[config.mk]
export PLATFORM = sky130hd
export DESIGN_NAME = synth_top
export DESIGN_NICKNAME = d
export VERILOG_FILES = /design/src/verilog/synth_pkg.sv /design/src/verilog/synth_regs.sv /design/src/verilog/tone_gen.sv /design/src/verilog/envelope_control.sv /design/src/verilog/length_control.sv /design/src/verilog/channel_mixer.sv /design/src/verilog/synth_top.sv
export VERILOG_INCLUDE_DIRS = /design/src /design/src/include
export SDC_FILE = /design/constraint.sdc
export NUM_CORES = 1
export LEC_CHECK = 0
export ABC_AREA = 1
export BUFFER_PORTS_ARGS = -buffer_cell sky130_fd_sc_hd__buf_2
export CAP_MARGIN = 20
export CORE_AREA = 2 2 147 113
export DETAILED_ROUTE_END_ITERATION = 6
export DIE_AREA = 0 0 149 115
export PLACE_DENSITY = 0.86
export SYNTH_ARGS = -nofsm -noshare
export SYNTH_HDL_FRONTEND = slang
export SYNTH_HIERARCHICAL = 1
export SYNTH_SLANG_ARGS = --single-unit
[constraint.sdc]
create_clock -name note_clk -period 3.1 [get_ports note_clk]
set_input_delay 0.155 -clock note_clk [delete_from_list [all_inputs] [get_ports note_clk]]
set_output_delay 0.155 -clock note_clk [all_outputs]
set_load 0.03 [all_outputs]
[src/include/synth_params.svh]
`ifndef SYNTH_PARAMS_SVH
`define SYNTH_PARAMS_SVH

// axi4-lite bus widths
`define SYNTH_ADDR_W 6
`define SYNTH_DATA_W 32

// note_clk cycles per waveform step, minus one
`define SYNTH_PERIOD_W 12

// register map, byte addresses
`define REG_SQ_CTRL    6'h00 // attack, decay, length of the square voice
`define REG_SQ_PERIOD  6'h04
`define REG_TRI_CTRL   6'h08 // length of the triangle voice
`define REG_TRI_PERIOD 6'h0C
`define REG_STATUS     6'h10 // read only, voice active flags

// volume steps of the square envelope
// attack and decay each take this many step times
`define ENV_STEPS 8

`endif

[src/verilog/synth_pkg.sv]
`include "synth_params.svh"

package synth_pkg;

	// amplitude of a single voice, 0 to 15
	typedef logic [3:0] level_t;

	// two voices added, 0 to 30
	typedef logic [4:0] mix_t;

	typedef logic [`SYNTH_PERIOD_W-1:0] period_t; // pitch period in note_clk cycles

	// envelope rate select
	// 0 means instant, 1..3 pick longer step times
	typedef logic [1:0] rate_code_t;

	typedef logic [2:0] len_code_t; // note length select, table depends on the voice

	// waveform produced by one tone generator
	typedef enum logic
	{
		WAVE_SQUARE,
		WAVE_TRIANGLE
	} wave_kind_e;

endpackage

[src/verilog/synth_regs.sv]
`timescale 1ns/1ns
`include "synth_params.svh"

module synth_regs
(
	input  logic note_clk,
	input  logic rst,
	input  logic [`SYNTH_ADDR_W-1:0] awaddr,
	input  logic awvalid,
	output logic awready,
	input  logic [`SYNTH_DATA_W-1:0] wdata,
	input  logic wvalid,
	output logic wready,
	output logic bvalid,
	input  logic bready,
	output logic [1:0] bresp,
	input  logic [`SYNTH_ADDR_W-1:0] araddr,
	input  logic arvalid,
	output logic arready,
	output logic rvalid,
	input  logic rready,
	output logic [`SYNTH_DATA_W-1:0] rdata,
	output logic [1:0] rresp,
	output synth_pkg::rate_code_t sq_attack,
	output synth_pkg::rate_code_t sq_decay,
	output synth_pkg::len_code_t sq_length,
	output synth_pkg::period_t sq_period,
	output logic sq_trigger,
	output synth_pkg::len_code_t tri_length,
	output synth_pkg::period_t tri_period,
	output logic tri_trigger,
	input  logic sq_active,
	input  logic tri_active
);

	logic wr_fire; // aw and w handshake in this cycle
	logic rd_fire;
	logic [`SYNTH_DATA_W-1:0] rd_word; // read data before the output register

	assign wr_fire = awready & awvalid & wvalid;
	assign rd_fire = arready & arvalid;
	assign bresp = 2'b00; // okay
	assign rresp = 2'b00;

	// write handshake
	always_ff @(posedge note_clk or posedge rst)
	begin
		if (rst)
		begin
			awready <= 1'b0;
			wready <= 1'b0;
			bvalid <= 1'b0;
		end
		else
		begin
			// address and data accepted together, never while a response waits
			awready <= awvalid & wvalid & ~awready & ~bvalid;
			wready <= awvalid & wvalid & ~awready & ~bvalid;
			if (wr_fire)
				bvalid <= 1'b1;
			else if (bready)
				bvalid <= 1'b0; // response taken
		end
	end

	// voice settings and note triggers
	always_ff @(posedge note_clk or posedge rst)
	begin
		if (rst)
		begin
			sq_attack <= '0;
			sq_decay <= '0;
			sq_length <= '0;
			sq_period <= '0;
			sq_trigger <= 1'b0;
			tri_length <= '0;
			tri_period <= '0;
			tri_trigger <= 1'b0;
		end
		else
		begin
			sq_trigger <= 1'b0; // one cycle pulse
			tri_trigger <= 1'b0;
			if (wr_fire)
			begin
				case (awaddr)
					`REG_SQ_CTRL:
					begin
						sq_attack <= wdata[1:0];
						sq_decay <= wdata[3:2];
						sq_length <= wdata[6:4];
						sq_trigger <= 1'b1; // starts a square note
					end
					`REG_SQ_PERIOD: sq_period <= wdata[`SYNTH_PERIOD_W-1:0];
					`REG_TRI_CTRL:
					begin
						tri_length <= wdata[2:0];
						tri_trigger <= 1'b1;
					end
					`REG_TRI_PERIOD: tri_period <= wdata[`SYNTH_PERIOD_W-1:0];
					default: ; // status is read only, rest unmapped
				endcase
			end
		end
	end

	// read decode
	always_comb
	begin
		case (araddr)
			`REG_SQ_CTRL: rd_word = `SYNTH_DATA_W'({sq_length, sq_decay, sq_attack});
			`REG_SQ_PERIOD: rd_word = `SYNTH_DATA_W'(sq_period);
			`REG_TRI_CTRL: rd_word = `SYNTH_DATA_W'(tri_length);
			`REG_TRI_PERIOD: rd_word = `SYNTH_DATA_W'(tri_period);
			`REG_STATUS: rd_word = `SYNTH_DATA_W'({tri_active, sq_active});
			default: rd_word = '0; // unmapped reads as zero
		endcase
	end

	// read handshake
	always_ff @(posedge note_clk or posedge rst)
	begin
		if (rst)
		begin
			arready <= 1'b0;
			rvalid <= 1'b0;
			rdata <= '0;
		end
		else
		begin
			arready <= arvalid & ~arready & ~rvalid; // held off until rdata is taken
			if (rd_fire)
			begin
				rvalid <= 1'b1;
				rdata <= rd_word;
			end
			else if (rready)
				rvalid <= 1'b0;
		end
	end

endmodule

[src/verilog/tone_gen.sv]
`timescale 1ns/1ns

module tone_gen
#(
	parameter synth_pkg::wave_kind_e wave_kind = synth_pkg::WAVE_SQUARE
)
(
	input  logic note_clk,
	input  logic rst,
	input  synth_pkg::period_t period,
	output synth_pkg::level_t wave
);

	import synth_pkg::*;

	period_t div_ctr; // cycles left in the current step
	logic step; // last cycle of a step

	assign step = (div_ctr == '0);

	// period divider, new period picked up only on reload
	always_ff @(posedge note_clk or posedge rst)
	begin
		if (rst)
			div_ctr <= '0;
		else if (step)
			div_ctr <= period;
		else
			div_ctr <= div_ctr - 1'b1;
	end

	generate
		if (wave_kind == WAVE_SQUARE)
		begin : g_square
			level_t sq_level; // either 0 or 15

			always_ff @(posedge note_clk or posedge rst)
			begin
				if (rst)
					sq_level <= '0;
				else if (step)
					sq_level <= ~sq_level; // flip between low and high
			end

			assign wave = sq_level;
		end
		else
		begin : g_triangle
			level_t tri_level;
			logic falling; // direction of the ramp

			always_ff @(posedge note_clk or posedge rst)
			begin
				if (rst)
				begin
					tri_level <= '0;
					falling <= 1'b0;
				end
				else if (step)
				begin
					if (!falling)
					begin
						if (tri_level == 4'hf)
						begin
							falling <= 1'b1; // top reached, turn around
							tri_level <= tri_level - 1'b1;
						end
						else
							tri_level <= tri_level + 1'b1;
					end
					else
					begin
						if (tri_level == 4'h0)
						begin
							falling <= 1'b0;
							tri_level <= tri_level + 1'b1;
						end
						else
							tri_level <= tri_level - 1'b1;
					end
				end
			end

			assign wave = tri_level;
		end
	endgenerate

endmodule

[src/verilog/envelope_control.sv]
`timescale 1ns/1ns
`include "synth_params.svh"

module envelope_control
(
	input  logic note_clk,
	input  logic rst,
	input  logic trigger,
	input  synth_pkg::rate_code_t attack,
	input  synth_pkg::rate_code_t decay,
	input  synth_pkg::len_code_t length,
	input  synth_pkg::level_t square_in,
	output logic active,
	output synth_pkg::level_t square_out
);

	localparam logic [2:0] vol_max = 3'(`ENV_STEPS - 1); // loudest envelope step

	logic [5:0] atk_time; // ticks per attack step
	logic [5:0] dec_time;
	logic [10:0] atk_span; // whole attack, step time times steps
	logic [10:0] dec_span;
	logic [10:0] len_ticks; // note length, 8 to 1024
	logic [10:0] pos; // ticks since the trigger
	logic [10:0] remaining;
	logic [5:0] atk_ctr;
	logic [5:0] dec_ctr;
	logic [2:0] env_vol;

	// rate code to step time, shared by attack and decay
	function automatic logic [5:0] step_time(input logic [1:0] code);
		case (code)
			2'd0: step_time = 6'd0; // instant
			2'd1: step_time = 6'd4;
			2'd2: step_time = 6'd16;
			default: step_time = 6'd32;
		endcase
	endfunction

	assign atk_time = step_time(attack);
	assign dec_time = step_time(decay);
	assign atk_span = 11'(atk_time * `ENV_STEPS);
	assign dec_span = 11'(dec_time * `ENV_STEPS);
	assign len_ticks = 11'd8 << length; // doubles per code
	assign remaining = len_ticks - pos;

	always_ff @(posedge note_clk or posedge rst)
	begin
		if (rst)
		begin
			active <= 1'b0;
			pos <= '0;
			atk_ctr <= '0;
			dec_ctr <= '0;
			env_vol <= '0;
		end
		else if (trigger)
		begin
			// (re)start the note, also during a running one
			active <= 1'b1;
			pos <= '0;
			atk_ctr <= '0;
			dec_ctr <= '0;
			env_vol <= (atk_time == '0) ? vol_max : 3'd0; // no attack means full volume
		end
		else if (active)
		begin
			if (pos == len_ticks)
				active <= 1'b0; // last tick of the note
			else
				pos <= pos + 1'b1;

			if (pos < atk_span)
			begin
				// attack ramp, one step up every atk_time ticks
				if (atk_ctr == atk_time - 6'd1)
				begin
					atk_ctr <= '0;
					if (env_vol != vol_max)
						env_vol <= env_vol + 1'b1;
				end
				else
					atk_ctr <= atk_ctr + 1'b1;
			end
			else if (dec_time != '0 && remaining <= dec_span)
			begin
				// decay only in the tail of the note, after the attack
				if (dec_ctr == dec_time - 6'd1)
				begin
					dec_ctr <= '0;
					if (env_vol != 3'd0)
						env_vol <= env_vol - 1'b1;
				end
				else
					dec_ctr <= dec_ctr + 1'b1;
			end
		end
	end

	// volume scaling, high phase becomes 2 * env_vol + 1
	assign square_out = (square_in == '0) ? '0 : {env_vol, 1'b1};

endmodule

[src/verilog/length_control.sv]
`timescale 1ns/1ns

module length_control
(
	input  logic note_clk,
	input  logic rst,
	input  logic trigger,
	input  synth_pkg::len_code_t length,
	input  synth_pkg::level_t wave_in,
	output logic active,
	output synth_pkg::level_t wave_out
);

	logic [8:0] len_ticks; // 2 to 256 ticks
	logic [8:0] pos; // ticks since the trigger

	assign len_ticks = 9'd2 << length;

	always_ff @(posedge note_clk or posedge rst)
	begin
		if (rst)
		begin
			active <= 1'b0;
			pos <= '0;
		end
		else if (trigger)
		begin
			active <= 1'b1; // retrigger restarts the count
			pos <= '0;
		end
		else if (active)
		begin
			if (pos == len_ticks)
				active <= 1'b0;
			else
				pos <= pos + 1'b1;
		end
	end

	assign wave_out = wave_in; // triangle has no envelope

endmodule

[src/verilog/channel_mixer.sv]
`timescale 1ns/1ns

module channel_mixer
(
	input  logic note_clk,
	input  logic rst,
	input  synth_pkg::level_t sq_level,
	input  logic sq_active,
	input  synth_pkg::level_t tri_level,
	input  logic tri_active,
	output synth_pkg::mix_t sample
);

	import synth_pkg::*;

	level_t sq_gated; // zero while the voice is idle
	level_t tri_gated;

	assign sq_gated = sq_active ? sq_level : '0;
	assign tri_gated = tri_active ? tri_level : '0;

	// one extra bit keeps 15 + 15 from wrapping
	always_ff @(posedge note_clk or posedge rst)
	begin
		if (rst)
			sample <= '0;
		else
			sample <= mix_t'(sq_gated) + mix_t'(tri_gated);
	end

endmodule

[src/verilog/synth_top.sv]
`timescale 1ns/1ns
`include "synth_params.svh"

module synth_top
(
	input  logic note_clk,
	input  logic rst,
	input  logic [`SYNTH_ADDR_W-1:0] awaddr,
	input  logic awvalid,
	output logic awready,
	input  logic [`SYNTH_DATA_W-1:0] wdata,
	input  logic wvalid,
	output logic wready,
	output logic bvalid,
	input  logic bready,
	output logic [1:0] bresp,
	input  logic [`SYNTH_ADDR_W-1:0] araddr,
	input  logic arvalid,
	output logic arready,
	output logic rvalid,
	input  logic rready,
	output logic [`SYNTH_DATA_W-1:0] rdata,
	output logic [1:0] rresp,
	output synth_pkg::mix_t sample
);

	import synth_pkg::*;

	rate_code_t sq_attack;
	rate_code_t sq_decay;
	len_code_t sq_length;
	period_t sq_period;
	logic sq_trigger;
	len_code_t tri_length;
	period_t tri_period;
	logic tri_trigger;
	logic sq_active; // note timers back to status
	logic tri_active;
	level_t sq_wave; // raw waveforms
	level_t tri_wave;
	level_t sq_level; // after envelope / length stage
	level_t tri_level;

	synth_regs u_regs
	(
		.note_clk(note_clk),
		.rst(rst),
		.awaddr(awaddr),
		.awvalid(awvalid),
		.awready(awready),
		.wdata(wdata),
		.wvalid(wvalid),
		.wready(wready),
		.bvalid(bvalid),
		.bready(bready),
		.bresp(bresp),
		.araddr(araddr),
		.arvalid(arvalid),
		.arready(arready),
		.rvalid(rvalid),
		.rready(rready),
		.rdata(rdata),
		.rresp(rresp),
		.sq_attack(sq_attack),
		.sq_decay(sq_decay),
		.sq_length(sq_length),
		.sq_period(sq_period),
		.sq_trigger(sq_trigger),
		.tri_length(tri_length),
		.tri_period(tri_period),
		.tri_trigger(tri_trigger),
		.sq_active(sq_active),
		.tri_active(tri_active)
	);

	// square voice
	tone_gen #(.wave_kind(WAVE_SQUARE)) u_sq_tone
	(
		.note_clk(note_clk),
		.rst(rst),
		.period(sq_period),
		.wave(sq_wave)
	);

	envelope_control u_sq_env
	(
		.note_clk(note_clk),
		.rst(rst),
		.trigger(sq_trigger),
		.attack(sq_attack),
		.decay(sq_decay),
		.length(sq_length),
		.square_in(sq_wave),
		.active(sq_active),
		.square_out(sq_level)
	);

	// triangle voice
	tone_gen #(.wave_kind(WAVE_TRIANGLE)) u_tri_tone
	(
		.note_clk(note_clk),
		.rst(rst),
		.period(tri_period),
		.wave(tri_wave)
	);

	length_control u_tri_len
	(
		.note_clk(note_clk),
		.rst(rst),
		.trigger(tri_trigger),
		.length(tri_length),
		.wave_in(tri_wave),
		.active(tri_active),
		.wave_out(tri_level)
	);

	channel_mixer u_mixer
	(
		.note_clk(note_clk),
		.rst(rst),
		.sq_level(sq_level),
		.sq_active(sq_active),
		.tri_level(tri_level),
		.tri_active(tri_active),
		.sample(sample)
	);

endmodule

==> metrics.md <==
| Metric | Value |
|---|---|
| Outcome | completed |
| Met1 wire length | 9.49 mm |
| 1st-pass router iterations | 6 |
| Largest area contributor in the netlist | dfrtp_1 |
| Fin. Hold Viols | 0 |
| TritonCTS Buffers | 17 |
| Hpwl dp | 14.3 mm |
| Top sig layer | met4 |
| First-pass GRT wire length | 33.0 mm |
| CP dominant cell by count | nand2_1 |
| Die Height | 115 um |
| Total grt overflow | 0 |
| Commonest cells in the netlist | nand2_1, inv_1, dfrtp_1, nand3_1, nor2_1 |
| Most common cell in the netlist | nand2_1 |
| CTS tree | built |
| Max clock buf depth | 2 |
| Area Growth Syn to Fin | 12.3% |
| Total wire length | 19.9 mm |
| Final critical-path required period | 3050 ps |
| Synth Flop Type | dfrtp_1 |
| RSZ-0062 raised after global routing | true |
| Leakage | 0.00505 uW |
| Metal2 WL | 8.76 mm |
| Root Driver | clkbuf_16 |
| Slowest cell on crit path | dfrtp_2 |
| Worst VDD drop | 470 uV |
| Worst slew pin tran | 841 ps |
| Worst hold path class | primary input to flop |
| Largest net degree at the start of global routing | 28 |
| Yosys Warn Count | 6 |
| Core area | 15700 um^2 |
| Layout cells sized above 1 | 16.1% |
| Achievable Freq | 328 MHz |
| DRC | 0 |
| Gr usage total | 24.3% |
| Placed Instance Area | 8690 um^2 |
| Die area | 17100 um^2 |
| Placement Setup Slack | -8.98 ps |
| Sequential cell area fraction in the yosys report | 37.7% |
| Netlist cell types | 50 |
| Clk slew on worst S/H paths | 60 ps |
| Maxcap violations | 0 |
| Fraction of registers with async set or reset after synthesis | 100% |
| Starting DRT DRC Count | 674 |
| CP required | 3420 ps |
| Initial Utilization | 53.7% |
| Clock Skew | 6.52 ps |
| Crit path largest cell delay | 460 ps |
| Antenna violations before repair | 0 |
| Synth Instances | 1125 |
| Worst-Skew Late Latency | 430 ps |
| WS Path Type | flop to flop |
| Number of flops mapped to enable cells by yosys | 0 |
| Routed Antenna Nets | 0 |
| Worst Setup End Kind | flop |
| Die X | 149 um |
| Startpoint types | flop |
| Max-slew headroom | 43.8% |
| Setup ws final | 50.7 ps |
| Antenna Cells | 0 |
| Met3 WL post-DR | 1.26 mm |
| Area share of the largest cell type after synthesis | 37.7% |
| Drt wl/cell | 14.1 um |
| Gpl congestion | 0.909 |
| Arrival @ worst endpoint | 3360 ps |
| Synth area leaders | dfrtp_1, nand2_1, inv_1, nand3_1, ha_1 |
| Mean Syn Cell Area | 7.50 um^2 |
| Final Max Slew Viols | 0 |
| Yosys reg bits | 127 |
| Core Rows | 40 |
| Via count | 7353 |
| Pwr per Cell Area | 604 nW/um^2 |
| Fin nets | 1275 |
| Finished Cell Area | 9480 um^2 |
| I/O Buffers | 52 |
| Ports | 97 |
| Crit Path Max Fanout | 8 |
| # H-tree levels | 4 |
| Vias in the first global route | 6736 |
| Via/cell ratio | 5.23 |
| Crit path cell chain | inv_2, nor3_2, ha_1, nand2_2, nor2_4, nor2_2, nand2_2, a31o_4, xor2_1, ha_1, nand2_2, inv_2, nand4_1, nor2_1, nand2_1, nand2_1, nand2_1, nand2_2, nand2_1, nand2_2, nand2_4, nand2_1, nand2_1 |
| Final setup viols | 0 |
| Hold_ws | 21.7 ps |
| Sum of negative setup slack | 0 ps |
| Syn Std Cell Area | 8440 um^2 |
| Final period util | 98.4% |
| Clock sink count | 127 |
[routing by layer]
layer	up-vias	GRT usage (%)
met4	0	9.02
li1	3630	-
met1	3448	35.4
met3	33	4.68
met5	-	0
met2	242	36.2
[repair_timing]
item | CTS | global route
gates resized for setup | 1 | 14
hold buffers | 6 | 0
setup endpoints to repair | 9 | 9
pin swaps | 0 | 12
hold endpoints to repair | 77 | 0
buffers inserted | 0 | 6
[layout make-up]
| type | instances | area, um^2 |
|---|---|---|
| fillers | 1349 | 6240 |
| multi-input cells | 808 | 4390 |
| flip-flops and latches | 127 | 3180 |
| inverters | 162 | 613 |
| clock buffers | 22 | 474 |
| repair buffers | 69 | 423 |
| well taps | 210 | 263 |
| clock inverters | 9 | 134 |
[flip-flops by register name (all words and copies together), names as in the netlist, 9 cells and up]
name                count
u_regs/rdata           12
u_regs/sq_period       12
u_regs/tri_period      12
u_sq_tone/div_ctr      12
u_tri_tone/div_ctr     12
u_sq_env/pos           11
u_tri_len/pos           9
[power breakdown]
group          internal (uW)  total [uW]  switching, uW
combinational            515        1450            932
clock                   1320        2080            758
sequential              1910        2200            284
[placed cells by master, fill, tap and decap left out, types with 3 or more instances in the layout]
cell	netlist	routed
nor3b_1	4	4
clkinvlp_4	0	4
clkbuf_16	0	17
xor2_1	22	22
buf_2	7	52
a31oi_1	3	3
nand2_1	333	330
bufinv_16	0	3
nand3b_1	4	4
nor3_1	19	17
nand4_1	26	26
a21oi_1	13	13
nand2_2	19	20
nand3_1	100	100
o21ai_1	11	11
xnor2_1	11	11
inv_2	7	10
nor4_1	3	3
o21ai_2	31	31
conb_1	1	24
nor3_2	2	4
ha_1	37	37
nor2_1	74	72
dlygate4sd3_1	0	6
clkinv_1	3	3
o21ai_0	33	33
inv_1	151	148
clkbuf_8	0	3
nand2_4	4	6
nor2_4	7	8
buf_4	30	10
nor2_2	6	7
dfrtp_1	127	125
[final timing paths]
kind / endpoint / from / cells after the start / slack, ps
setup / recovery: u_sq_env/dec_ctr[3] / u_regs/sq_length[0] / 23 / 50
min in group asynchronous: u_mixer/sample[0] / rst / 3 / 260
max in group asynchronous: u_regs/sq_length[2] / rst / 4 / 1920
hold / removal: u_regs/tri_period[11] / wdata[11] / 3 / 20
setup reg to reg: u_sq_env/dec_ctr[3] / u_regs/sq_length[0] / 23 / 50
hold reg to reg: u_regs/arready / u_regs/arready / 1 / 470
[per-stage QoR]
stage,std cells,power [uW],utilization [%]
final,1407,5720,60.3
after global routing,1407,6050,60.3
after CTS,1400,5700,59.5
after detailed placement,1363,3600,55.3
after global placement,1363,3540,55.3
after floorplan,1148,3320,-
[cell families (layout without fill, tap and decap cells)]
group / after synthesis / count (layout) / synth area share, %
AO/OA/AOI/OAI: 99 / 99 / 7.65
XOR/XNOR: 35 / 35 / 3.81
adder cells (fa/ha/maj): 39 / 39 / 5.96
buffers and inverters: 213 / 262 / 11.9
flip-flops: 127 / 127 / 37.7
other: 1 / 24 / 0.0445
AND/OR/NAND/NOR: 611 / 611 / 33.0
[critical path, delay by kind of cell, from the launching register on]
kind	cells	cell delay, ps
fa+ha+maj	2	690
flops	1	460
xor+xnor	1	140
compound gates	1	220
buf+inv	2	140
simple gates	17	1280
Note: power is estimated with default switching activity, not from simulation.
